### config.mk
export PLATFORM = sky130hd
export DESIGN_NAME = ising_cfg_top
export DESIGN_NICKNAME = d
export VERILOG_FILES = /design/src/common/ising_pkg.sv /design/src/analog_cfg/analog_cfg.sv /design/src/analog_cfg/wbl_converter.sv /design/src/design/ising_cfg_top.sv /design/src/design/step_counter.sv /design/src/design/weight_store.sv
export SDC_FILE = /design/constraint.sdc
export NUM_CORES = 2
export LEC_CHECK = 0
export ABC_CLOCK_PERIOD_IN_PS = 26800
export BUFFER_PORTS_ARGS = -buffer_cell sky130_fd_sc_hd__buf_2
export CELL_PAD_IN_SITES_DETAIL_PLACEMENT = 0
export CELL_PAD_IN_SITES_GLOBAL_PLACEMENT = 2
export CORE_MARGIN = 3
export CORE_UTILIZATION = 43
export CTS_CLUSTER_DIAMETER = 150
export DETAILED_ROUTE_END_ITERATION = 10
export HOLD_SLACK_MARGIN = 0.15
export MAX_ROUTING_LAYER = met4
export PLACE_DENSITY_LB_ADDON = 0.1
export SKIP_LAST_GASP = 1
export SYNTH_ARGS = -nofsm -noshare
export SYNTH_HDL_FRONTEND = slang
export SYNTH_SLANG_ARGS = --single-unit
export TNS_END_PERCENT = 20
### constraint.sdc
create_clock -name clk_i -period 26.8 [get_ports clk_i]
set_input_delay 2.68 -clock clk_i [delete_from_list [all_inputs] [get_ports clk_i]]
set_output_delay 2.68 -clock clk_i [all_outputs]
set_load 0.02 [all_outputs]
### src/common/ising_pkg.sv
`default_nettype none

package ising_pkg;

    // array sizes, scaled down for simulation
    localparam int NUM_SPIN    = 16;
    localparam int BITDATA     = 4;
    localparam int PARALLELISM = 4;
    localparam int J_DEPTH     = NUM_SPIN / PARALLELISM;
    localparam int J_ADDR_W    = $clog2(J_DEPTH);
    localparam int CNT_W       = 16;

    // row select inside one stored J word, and the global row index
    localparam int ROW_SEL_W = $clog2(PARALLELISM);
    localparam int ROW_IDX_W = $clog2(NUM_SPIN);

    typedef logic signed [BITDATA-1:0] weight_t;
    typedef weight_t [NUM_SPIN-1:0] wbl_row_t;
    typedef wbl_row_t [PARALLELISM-1:0] j_word_t;

    typedef struct packed {
        logic [CNT_W-1:0]  wwl_high;
        logic [CNT_W-1:0]  wwl_low;
        logic [J_ADDR_W:0] trans_num;
        logic              bypass;
    } cfg_timing_t;

    typedef enum logic [2:0] {
        CFG_IDLE,
        CFG_FETCH,
        CFG_WWL_HIGH,
        CFG_WWL_LOW,
        CFG_NEXT
    } cfg_state_e;

    // two's complement weight to the macro's sign-magnitude code
    // bit 0 is the inverted sign, bits 3..1 the magnitude modulo 8
    function automatic weight_t to_analog(weight_t v);
        logic [BITDATA-2:0] mag;
        weight_t code;
        mag = v[BITDATA-2:0];
        if (v[BITDATA-1]) begin
            mag = -mag;
        end
        code = (v == '0) ? '0 : weight_t'({mag, ~v[BITDATA-1]});
        return code;
    endfunction

endpackage

`default_nettype wire

### src/analog_cfg/analog_cfg.sv
`default_nettype none

module analog_cfg
    import ising_pkg::*;
(
    input  logic                clk_i,
    input  logic                rst_i,
    input  logic                en_i,
    // timing configuration
    input  logic                cfg_load_i,
    input  cfg_timing_t         timing_i,
    input  logic                dt_cfg_start_i,
    // weight store read side
    output logic                j_ren_o,
    output logic [J_ADDR_W-1:0] j_raddr_o,
    input  j_word_t             j_rdata_i,
    output logic                h_ren_o,
    input  wbl_row_t            h_rdata_i,
    // analog macro
    output logic [NUM_SPIN-1:0] j_wwl_o,
    output logic                h_wwl_o,
    output wbl_row_t            wbl_o,
    output logic                cfg_idle_o
);

    cfg_state_e state_q, state_d;

    logic                 rd_valid_q;
    logic                 bypass_q;
    logic [ROW_SEL_W-1:0] sel_q;
    logic [ROW_SEL_W-1:0] sel_inc;
    logic [ROW_SEL_W-1:0] row_sel;
    logic [ROW_IDX_W-1:0] row_idx;
    logic [NUM_SPIN-1:0]  row_onehot;
    logic [CNT_W-1:0]     addr_cnt;
    logic [CNT_W-1:0]     addr_limit;
    logic                 h_phase;
    logic                 last_row;
    logic                 fetch_rd;
    logic                 high_ovf;
    logic                 low_ovf;
    logic                 addr_step;
    logic                 pass_done;
    logic                 cvt_load;
    wbl_row_t             cvt_row;

    // one extra count so the h row follows the last J word
    assign addr_limit = CNT_W'(timing_i.trans_num) + CNT_W'(1);

    always_ff @(posedge clk_i) begin
        if (rst_i) begin
            bypass_q <= 1'b0;
        end else if (cfg_load_i) begin
            bypass_q <= timing_i.bypass;
        end
    end

    assign sel_inc   = sel_q + ROW_SEL_W'(1);
    assign last_row  = (sel_q == ROW_SEL_W'(PARALLELISM - 1));
    assign addr_step = low_ovf & (h_phase | last_row);

    // read strobe in the first FETCH cycle, data arrives in the second
    assign fetch_rd  = en_i & (state_q == CFG_FETCH) & ~rd_valid_q;
    assign j_ren_o   = fetch_rd & ~h_phase;
    assign h_ren_o   = fetch_rd & h_phase;
    assign j_raddr_o = addr_cnt[J_ADDR_W-1:0];

    // next row is loaded at the end of the low gap, ahead of its pulse
    assign row_sel  = (state_q == CFG_WWL_LOW) ? sel_inc : sel_q;
    assign cvt_row  = h_phase ? h_rdata_i : j_rdata_i[row_sel];
    assign cvt_load = (en_i & (state_q == CFG_FETCH) & rd_valid_q) | (low_ovf & ~addr_step);

    assign row_idx    = {addr_cnt[J_ADDR_W-1:0], sel_q};
    assign row_onehot = NUM_SPIN'(1) << row_idx;
    assign cfg_idle_o = (state_q == CFG_IDLE);

    always_comb begin
        state_d = state_q;
        case (state_q)
            CFG_IDLE: begin
                if (dt_cfg_start_i) begin
                    state_d = CFG_FETCH;
                end
            end
            CFG_FETCH: begin
                if (rd_valid_q) begin
                    state_d = CFG_NEXT;
                end
            end
            // wbl already holds the row, word line rises on the next edge
            CFG_NEXT: state_d = CFG_WWL_HIGH;
            CFG_WWL_HIGH: begin
                if (high_ovf) begin
                    state_d = CFG_WWL_LOW;
                end
            end
            CFG_WWL_LOW: begin
                if (pass_done) begin
                    state_d = CFG_IDLE;
                end else if (addr_step) begin
                    state_d = CFG_FETCH;
                end else if (low_ovf) begin
                    state_d = CFG_NEXT;
                end
            end
            default: state_d = CFG_IDLE;
        endcase
        if (!en_i) begin
            state_d = CFG_IDLE;
        end
    end

    always_ff @(posedge clk_i) begin
        if (rst_i) begin
            state_q    <= CFG_IDLE;
            rd_valid_q <= 1'b0;
        end else begin
            state_q    <= state_d;
            rd_valid_q <= j_ren_o | h_ren_o;
        end
    end

    // row select inside the current J word
    always_ff @(posedge clk_i) begin
        if (rst_i || !en_i || state_q == CFG_IDLE) begin
            sel_q <= '0;
        end else if (low_ovf) begin
            sel_q <= addr_step ? '0 : sel_inc;
        end
    end

    // word lines, high for exactly the WWL_HIGH state
    always_ff @(posedge clk_i) begin
        if (rst_i || !en_i) begin
            j_wwl_o <= '0;
            h_wwl_o <= 1'b0;
        end else if (state_q == CFG_NEXT) begin
            j_wwl_o <= h_phase ? '0 : row_onehot;
            h_wwl_o <= h_phase;
        end else if (high_ovf) begin
            j_wwl_o <= '0;
            h_wwl_o <= 1'b0;
        end
    end

    step_counter i_wwl_high_counter (
        .clk_i      (clk_i),
        .rst_i      (rst_i),
        .en_i       (en_i),
        .load_i     (cfg_load_i),
        .recount_i  (cfg_idle_o),
        .step_i     (state_q == CFG_WWL_HIGH),
        .d_i        (timing_i.wwl_high),
        .q_o        (),
        .maxed_o    (),
        .overflow_o (high_ovf)
    );

    step_counter i_wwl_low_counter (
        .clk_i      (clk_i),
        .rst_i      (rst_i),
        .en_i       (en_i),
        .load_i     (cfg_load_i),
        .recount_i  (cfg_idle_o),
        .step_i     (state_q == CFG_WWL_LOW),
        .d_i        (timing_i.wwl_low),
        .q_o        (),
        .maxed_o    (),
        .overflow_o (low_ovf)
    );

    // maxed marks the h row, the wrap after it ends the pass
    step_counter i_addr_counter (
        .clk_i      (clk_i),
        .rst_i      (rst_i),
        .en_i       (en_i),
        .load_i     (cfg_load_i),
        .recount_i  (cfg_idle_o),
        .step_i     (addr_step),
        .d_i        (addr_limit),
        .q_o        (addr_cnt),
        .maxed_o    (h_phase),
        .overflow_o (pass_done)
    );

    wbl_converter i_wbl_converter (
        .clk_i    (clk_i),
        .rst_i    (rst_i),
        .load_i   (cvt_load),
        .bypass_i (bypass_q),
        .row_i    (cvt_row),
        .wbl_o    (wbl_o)
    );

    j_wwl_onehot_a: assert property (
        @(posedge clk_i) disable iff (rst_i) $onehot0(j_wwl_o)
    ) else $error("more than one J word line high");

    wwl_exclusive_a: assert property (
        @(posedge clk_i) disable iff (rst_i) !((|j_wwl_o) && h_wwl_o)
    ) else $error("J and h word lines high together");

    idle_quiet_a: assert property (
        @(posedge clk_i) disable iff (rst_i)
        (state_q == CFG_IDLE) |-> (j_wwl_o == '0) && !h_wwl_o
    ) else $error("word line high while idle");

    // the converter must never be reloaded under an active pulse
    load_in_gap_a: assert property (
        @(posedge clk_i) disable iff (rst_i)
        cvt_load |-> (j_wwl_o == '0) && !h_wwl_o
    ) else $error("wbl reloaded while a word line is high");

endmodule

`default_nettype wire

### src/analog_cfg/wbl_converter.sv
`default_nettype none

module wbl_converter
    import ising_pkg::*;
(
    input  logic     clk_i,
    input  logic     rst_i,
    input  logic     load_i,
    input  logic     bypass_i,
    input  wbl_row_t row_i,
    output wbl_row_t wbl_o
);

    wbl_row_t row_cvt;

    // per-weight code conversion for the whole row
    always_comb begin
        for (int i = 0; i < NUM_SPIN; i++) begin
            row_cvt[i] = to_analog(row_i[i]);
        end
    end

    always_ff @(posedge clk_i) begin
        if (rst_i) begin
            wbl_o <= '0;
        end else if (load_i) begin
            wbl_o <= bypass_i ? row_i : row_cvt;
        end
    end

    // a row is loaded once and then held through its pulse
    load_strobe_a: assert property (
        @(posedge clk_i) disable iff (rst_i)
        load_i |=> !load_i
    ) else $error("wbl loaded on two cycles in a row");

endmodule

`default_nettype wire

### src/design/ising_cfg_top.sv
`default_nettype none

module ising_cfg_top
    import ising_pkg::*;
(
    input  logic                clk_i,
    input  logic                rst_i,
    // host side
    input  logic                j_wr_en_i,
    input  logic [J_ADDR_W-1:0] j_waddr_i,
    input  j_word_t             j_wdata_i,
    input  logic                h_wr_en_i,
    input  wbl_row_t            h_wdata_i,
    input  logic                cfg_load_i,
    input  cfg_timing_t         timing_i,
    input  logic                en_i,
    input  logic                dt_cfg_start_i,
    // analog macro side
    output logic [NUM_SPIN-1:0] j_wwl_o,
    output logic                h_wwl_o,
    output wbl_row_t            wbl_o,
    output logic                cfg_idle_o
);

    logic                j_ren;
    logic                h_ren;
    logic [J_ADDR_W-1:0] j_raddr;
    j_word_t             j_rdata;
    wbl_row_t            h_rdata;

    weight_store i_weight_store (
        .clk_i     (clk_i),
        .rst_i     (rst_i),
        .j_wr_en_i (j_wr_en_i),
        .j_waddr_i (j_waddr_i),
        .j_wdata_i (j_wdata_i),
        .h_wr_en_i (h_wr_en_i),
        .h_wdata_i (h_wdata_i),
        .j_ren_i   (j_ren),
        .j_raddr_i (j_raddr),
        .j_rdata_o (j_rdata),
        .h_ren_i   (h_ren),
        .h_rdata_o (h_rdata)
    );

    analog_cfg i_analog_cfg (
        .clk_i          (clk_i),
        .rst_i          (rst_i),
        .en_i           (en_i),
        .cfg_load_i     (cfg_load_i),
        .timing_i       (timing_i),
        .dt_cfg_start_i (dt_cfg_start_i),
        .j_ren_o        (j_ren),
        .j_raddr_o      (j_raddr),
        .j_rdata_i      (j_rdata),
        .h_ren_o        (h_ren),
        .h_rdata_i      (h_rdata),
        .j_wwl_o        (j_wwl_o),
        .h_wwl_o        (h_wwl_o),
        .wbl_o          (wbl_o),
        .cfg_idle_o     (cfg_idle_o)
    );

endmodule

`default_nettype wire

### src/design/step_counter.sv
`default_nettype none

module step_counter
    import ising_pkg::*;
(
    input  logic             clk_i,
    input  logic             rst_i,
    input  logic             en_i,
    input  logic             load_i,
    input  logic             recount_i,
    input  logic             step_i,
    input  logic [CNT_W-1:0] d_i,
    output logic [CNT_W-1:0] q_o,
    output logic             maxed_o,
    output logic             overflow_o
);

    logic [CNT_W-1:0] limit_q;
    logic [CNT_W-1:0] count_q;

    // limit register, written by the host whether or not en_i is set
    always_ff @(posedge clk_i) begin
        if (rst_i) begin
            limit_q <= CNT_W'(1);
        end else if (load_i) begin
            limit_q <= d_i;
        end
    end

    always_ff @(posedge clk_i) begin
        if (rst_i) begin
            count_q <= '0;
        end else if (load_i) begin
            count_q <= '0;
        end else if (en_i) begin
            if (recount_i) begin
                count_q <= '0;
            end else if (step_i) begin
                // wrap back to zero after limit steps
                count_q <= maxed_o ? '0 : count_q + CNT_W'(1);
            end
        end
    end

    assign q_o     = count_q;
    assign maxed_o = (count_q == limit_q - CNT_W'(1));

    // high in the same cycle as the step that wraps the count
    assign overflow_o = en_i & step_i & ~recount_i & ~load_i & maxed_o;

endmodule

`default_nettype wire

### src/design/weight_store.sv
`default_nettype none

module weight_store
    import ising_pkg::*;
(
    input  logic                clk_i,
    input  logic                rst_i,
    // host write side
    input  logic                j_wr_en_i,
    input  logic [J_ADDR_W-1:0] j_waddr_i,
    input  j_word_t             j_wdata_i,
    input  logic                h_wr_en_i,
    input  wbl_row_t            h_wdata_i,
    // writer read side
    input  logic                j_ren_i,
    input  logic [J_ADDR_W-1:0] j_raddr_i,
    output j_word_t             j_rdata_o,
    input  logic                h_ren_i,
    output wbl_row_t            h_rdata_o
);

    j_word_t  j_mem_q [J_DEPTH];
    wbl_row_t h_row_q;

    // J words, one per address, PARALLELISM rows each
    always_ff @(posedge clk_i) begin
        if (j_wr_en_i) begin
            j_mem_q[j_waddr_i] <= j_wdata_i;
        end
    end

    // the bias row is held on its own
    always_ff @(posedge clk_i) begin
        if (h_wr_en_i) begin
            h_row_q <= h_wdata_i;
        end
    end

    // registered reads, one cycle after the strobe
    // data holds between strobes so the writer can walk the rows of a word
    always_ff @(posedge clk_i) begin
        if (rst_i) begin
            j_rdata_o <= '0;
        end else if (j_ren_i) begin
            j_rdata_o <= j_mem_q[j_raddr_i];
        end
    end

    always_ff @(posedge clk_i) begin
        if (rst_i) begin
            h_rdata_o <= '0;
        end else if (h_ren_i) begin
            h_rdata_o <= h_row_q;
        end
    end

    // host writes and writer reads never overlap, since reads only happen
    // while a configuration pass is running
    host_write_idle_a: assert property (
        @(posedge clk_i) disable iff (rst_i)
        (j_wr_en_i || h_wr_en_i) |-> !(j_ren_i || h_ren_i)
    ) else $error("weight store written during a configuration pass");

endmodule

`default_nettype wire

* Word level (Yosys, flattened, before mapping) *
Memory sizes are Yosys's and may differ from the RTL's. A register that Yosys moved wholly into a read port is not among the register bits.
Cells that the tools add are included.
W data, S select, Z words.

storage, ports and cells
  bits in writable memories = 1024
  flip-flop bits (word level) = 312
  memories kept = 1
  output and inout bits = 82
  input port bits = 365

memory list
  memory                  depth  bits a word  read ports  clocked after Yosys merged registers in  write ports  line                source
  i_weight_store.j_mem_q  4      256          1           1                                        1            weight_store.sv:22  j_word_t j_mem_q [J_DEPTH];

operators by class
  $lt $le $gt $ge = 1
  reduce and logical (&&, ||, !) cells = 30
  multiplexer cells = 61
  bitwise logic cells = 44
  add/sub/neg operators = 24
  equal/unequal tests = 12
  shifts and indexed selects = 1

operators with widths
  cell                     number
  $mux W16                 12
  $mux W64                 3
  $bmux W64 S2             1
  $mux W3                  22
  $logic_not A4 Y1         16
  $mux W4                  16
  $add A16 B1 Y16 const B  3
  $eq A16 B16 Y1           3
  $neg A3 Y3               16
  $sub A16 B1 Y16 const B  3
  $not A1 Y1               22
  $and A1 B1 Y1            19
  $shl A1 B4 Y16 const A   1
  $pmux W3 S5              1
  $reduce_bool A2 Y1       4
  $eq A3 B2 Y1 const B     2
  $reduce_and A2 Y1        3
  $add A3 B1 Y4 const B    1
  $mux W1                  4
  $mux W2                  2
  $ne A2 B1 Y1 const B     2
  $ne A4 B2 Y1 const B     1
  $reduce_and A4 Y1        1
  $reduce_or A2 Y1         2
  10 further kinds         13

* Depth between registers and ports, before layout *
  depth after elaboration = 12
  gate-level depth with buffers = 18
  mapped depth without buffers = 15

* Modules after synthesis *
Synthesis repeated with hierarchy kept, for this count alone.

unflattened totals
  cells, all modules = 4779
  area total of the unflattened synthesis = 67302.0 um2

by module, submodules not included
  module         cells each  area an instance (um2)  times used
  weight_store   2751        51847.2                 1
  step_counter   246         2048.2                  3
  analog_cfg     840         5547.8                  1
  wbl_converter  450         3762.4                  1

* Least setup slack after synthesis *
No wires, ideal clock.

  kind = input-to-reg
  start point = in j_waddr_i[1]
  end point = mem i_weight_store.j_mem_q[0][0] (netlist name) (enable)
  slack = 4.378 ns
  data arrival time = 21.177 ns
  library setup time = 1.244 ns
  stages = 1
  path buffers = 0
  path through = nor3b_1

RTL lines
  what                line                 source
  start: declaration  ising_cfg_top.sv:10  input logic [J_ADDR_W-1:0] j_waddr_i,
  end: declaration    weight_store.sv:22

No word-level cell before the write port.

* Worst setup path after layout *
  start point = reg i_analog_cfg.sel_q[1]
  end point = reg i_analog_cfg.i_wbl_converter.wbl_o[62] (netlist name)

on the way
  word-level cells in the longest chain between the ends = 9

RTL lines
  what                            line                 source
  start: declaration              analog_cfg.sv:30     logic [ROW_SEL_W-1:0] sel_q;
  start signal: assignment        analog_cfg.sv:128    sel_q <= addr_step ? '0 : sel_inc;
  $add A2 B1 Y2                   analog_cfg.sv:58     assign sel_inc = sel_q + ROW_SEL_W'(1);
  $mux W2                         analog_cfg.sv:69     assign row_sel = (state_q == CFG_WWL_LOW) ? sel_inc : sel_q;
  $bmux W64 S2                    analog_cfg.sv:70     assign cvt_row = h_phase ? h_rdata_i : j_rdata_i[row_sel];
  $mux W64 (implied by the code)  analog_cfg.sv:70
  $mux W64                        analog_cfg.sv:70
  $neg A3 Y3                      ising_pkg.sv:43      mag = -mag;
  $mux W3                         ising_pkg.sv:42      if (v[BITDATA-1]) begin
  $mux W4                         ising_pkg.sv:45      code = (v == '0) ? '0 : weight_t'({mag, ~v[BITDATA-1]});
  $mux W64                        wbl_converter.sv:27  wbl_o <= bypass_i ? row_i : row_cvt;
  end signal: assignment          wbl_converter.sv:27
  end: declaration                wbl_converter.sv:11  output wbl_row_t wbl_o

Several ways; a longest one is shown, not always the timed one. The select of a mux whose other input is x is not followed.
A chain may end at the register's enable or synchronous reset.

==> results.md <==
- First-pass GRT wire length: 252000 um
- Postcts setup bufs: 0
- Cts bufs inserted: 169
- Starting Density: 0.435
- Crit-path max FO: 42
- Final worst setup slack: 21.43 ns
- Max H-tree Level: 4
- Max-slew violations: 0
- Crit path DAT: 6.00 ns
- Residual DRC count: 0
- Syn_nets: 4757
- Register area share after synthesis: 0.689
- Vias in the first global route: 37100
- Bufs on Longest Clock Path: 3
- Finished Core Util: 0.503
- Max-slew headroom: 0.266
- CTS sink count: about 1600
- Top_reg_cell synth: edfxtp_1
- Clock Latency Late Sink: 0.80 ns
- Post-DP HPWL: 111000 um
- Number of enable flip-flop cells after synthesis: 1088
- Fmax: 186 MHz
- Area of the multi-input gates: 18200 um2
- Core area: 142000 um2
- Die Y: 385 um
- Pleak: 24.0 nW
- RSZ-0062 raised after global routing: false
- Actual slew at the worst max-slew pin: approximately 1.1 ns
- Pin count of the biggest net entering global routing: around 170
- Place WS: 21.11 ns
- Rows: ~140
- Avg WL per Cell: 25.3 um
- Post-Syn Area: 61800 um2
- CP startpoint kind: flip-flop
- Worst-path cell chain: inv_1 > ha_1 > and4b_1 > a22oi_2 > buf_4 > nor2_1 > nor4_1 > mux2i_1 > ha_1 > mux2_2 > a21oi_1 > o21ai_0 > o211ai_1 > a21oi_1
- Min Tclk post-route: 5.37 ns
- Clock Skew: 0.0333 ns
- Status: finished clean
- Filler cells: 12400
- Total wire length: 172000 um
- Syn Inst Count: 4364
- Area delta synth->final: 15.8%
- Finished Cell Area: roughly 70000 um2
- CP delay by family, top: simple AND/OR/NAND/NOR gates
- Nets: 5142
- Worst path bufs/invs: 2
- Initial DRC Count: approximately 2900
- Fin. Hold Viols: 0
- MaxCap Viol Count: 0
- Vias post-DR: 37600
- Synth cell types: 71
- Layout cell share with drive strength beyond 1: 0.217
- Crit-path slowest cell: nor4_1
- Port Buffers: 446
- CTS Hold Buffers Added: 0
- Clock transition at the registers of the reported paths: ~0.060 ns
- Mean Syn Cell Area: between 10 and 15 um2
- IO Count: 447
- Final Cycle Share: 0.200
- HP Class: flip-flop to flip-flop
- Tot GR Track Use: 0.239
- # resized after CTS: 0
- Register Area: 42500 um2
- Placed cell area: 66000 um2
- Setup TNS: 0 ns
- VDD IR-drop max: 54.6 uV
- Gp weighted congestion: 0.802
- Post-synth ARST share: 0
- CP Capture Type: flip-flop
- CTS tree: built
- CP peak stage delay: 0.89 ns
- Yosys reg bits: between 1500 and 2000
- Power per cell area: between 70 and 80 nW/um2
- Total power: between 5 and 6 mW
- Die width: 385 um
- Drt pass-1 iters: 8
- Remaining Overflow, GRT: 0
- Die Area: 148000 um2
- Antenna violations before repair: between 60 and 70
- Via density: 5.52
- WS Path Type: flip-flop to flip-flop
- Clk root buf: clkbuf_16
- Synth Warn #: 0
- ANT nets after route: 0
- Final setup violation count: 0
- WP data required: 27.43 ns
-- worst min-delay path, stage by stage, from the launching register on --
cell,delay [ns]
dfxtp_1,0.30
nand2_1,0.05
a21oi_1,0.05
-- cells in the mapped netlist, types with 5 or more instances --
cell type	number	area share
mux4_2	272	0.099
o21ai_0	51	0.0041
edfxtp_1	1088	0.53
a21oi_1	414	0.034
o21a_1	5	0.00061
a22oi_1	7	0.00085
nand3b_1	29	0.0035
nand2b_1	7	0.00071
or4_1	30	0.0036
a21o_1	22	0.0027
a211oi_1	31	0.0038
clkbuf_1	262	0.016
mux2i_1	87	0.014
nor2_1	139	0.0084
nand4_1	28	0.0028
a32oi_1	23	0.0033
a22o_1	15	0.0021
xnor2_1	25	0.0035
nor3_1	34	0.0028
and2_1	15	0.0015
o211ai_1	27	0.0033
nor3b_1	10	0.0012
xor2_1	22	0.0031
mux2_2	6	0.0011
or3_1	10	0.0010
o211a_1	11	0.0018
nor4_1	20	0.0020
and3_1	26	0.0026
dfxtp_1	492	0.16
a221oi_1	24	0.0034
nand2_1	805	0.049
ha_1	28	0.0057
a2111oi_0	13	0.0018
buf_1	12	0.00073
inv_1	35	0.0021
buf_2	12	0.00097
o22ai_1	84	0.0085
nand3_1	44	0.0036
nor2b_1	36	0.0036
-- cells by family (layout without fill, tap and decap cells) --
family,Yosys count,count (layout),synth area share
AO/OA/AOI/OAI,764,764,0.0749
XOR/XNOR,47,47,0.00667
adder cells (fa/ha/maj),28,28,0.00567
buffers and inverters,323,849,0.0201
flip-flops,1580,1580,0.689
multiplexers,365,365,0.114
other,0,37,0
AND/OR/NAND/NOR,1257,1257,0.0898
-- flip-flops by register name, indices dropped and copies added (netlist names), 64 cells and up --
| name | count |
|---|---|
| i_weight_store.h_rdata_o | 64 |
| i_weight_store.h_row_q | 64 |
| i_weight_store.j_mem_q | 1024 |
| i_analog_cfg.i_wbl_converter.wbl_o | 64 |
| i_weight_store.j_rdata_o | 256 |
-- where the power goes --
part | switching [mW] | internal [mW]
clock | 0.966 | 1.32
combinational | 0.161 | 0.0821
sequential | 0.0340 | 2.71
-- cells in the final DEF, fill, tap and decap left out, drive strengths merged, types with 13 or more instances in the layout --
master / Yosys / final
a2111oi: 13 / 13
a211oi: 31 / 31
a21o: 22 / 22
a21oi: 414 / 414
a221oi: 24 / 24
a22o: 15 / 15
a32oi: 23 / 23
and2: 18 / 18
and3: 26 / 26
buf: 26 / 502
clkbuf: 262 / 222
clkinv: 0 / 69
dfxtp: 492 / 492
diode: 0 / 37
edfxtp: 1088 / 1088
ha: 28 / 28
inv: 35 / 43
mux2i: 87 / 87
mux4: 272 / 272
nand2: 805 / 805
nand3: 44 / 44
nand3b: 29 / 29
nand4: 28 / 28
nor2: 139 / 139
nor2b: 36 / 36
nor3: 34 / 34
nor4: 22 / 22
o211ai: 27 / 27
o21ai: 51 / 51
o22ai: 84 / 84
or4: 30 / 30
xnor2: 25 / 25
xor2: 22 / 22
-- worst paths after layout --
check | start | to | slack, ns | cells after the start
hold / removal | i_analog_cfg.i_wbl_converter.wbl_o[62] | i_analog_cfg.i_wbl_converter.wbl_o[62] | 0.45 | 2
setup / recovery | i_analog_cfg.sel_q[1] | i_analog_cfg.i_wbl_converter.wbl_o[62] | 21.43 | 14
hold reg to reg | i_analog_cfg.i_wbl_converter.wbl_o[62] | i_analog_cfg.i_wbl_converter.wbl_o[62] | 0.45 | 2
setup reg to reg | i_analog_cfg.sel_q[1] | i_analog_cfg.i_wbl_converter.wbl_o[62] | 21.43 | 14
-- cell type report --
type	instances	share of cell area
Timing Repair Buffer	502	0.0385
Clock buffer	222	0.0642
Multi-Input combinational cell	2461	0.254
Clock inverter	90	0.0122
Sequential cell	1580	0.595
Tap cell	1890	0.0331
Inverter	35	0.00184
Antenna cell	37	0.00129
-- through the flow --
step | hold slack, ns | instances
finish | 0.453 | 6817
global route | 0.465 | 6812
CTS | 0.453 | 6780
detailed placement | 0.444 | 6468
global placement | 0.439 | 6468
floorplan | 0.433 | 4364
-- per-layer routing --
layer | part of all wire | GRT usage | vias to the layer above
li1 | - | - | 17400
met1 | 0.44 | 0.326 | 18900
met2 | 0.45 | 0.349 | 1036
met3 | 0.080 | 0.0688 | 265
met4 | 0.025 | 0.0712 | 0
met5 | 0 | - | -
Note: power is estimated with default switching activity, not from simulation.
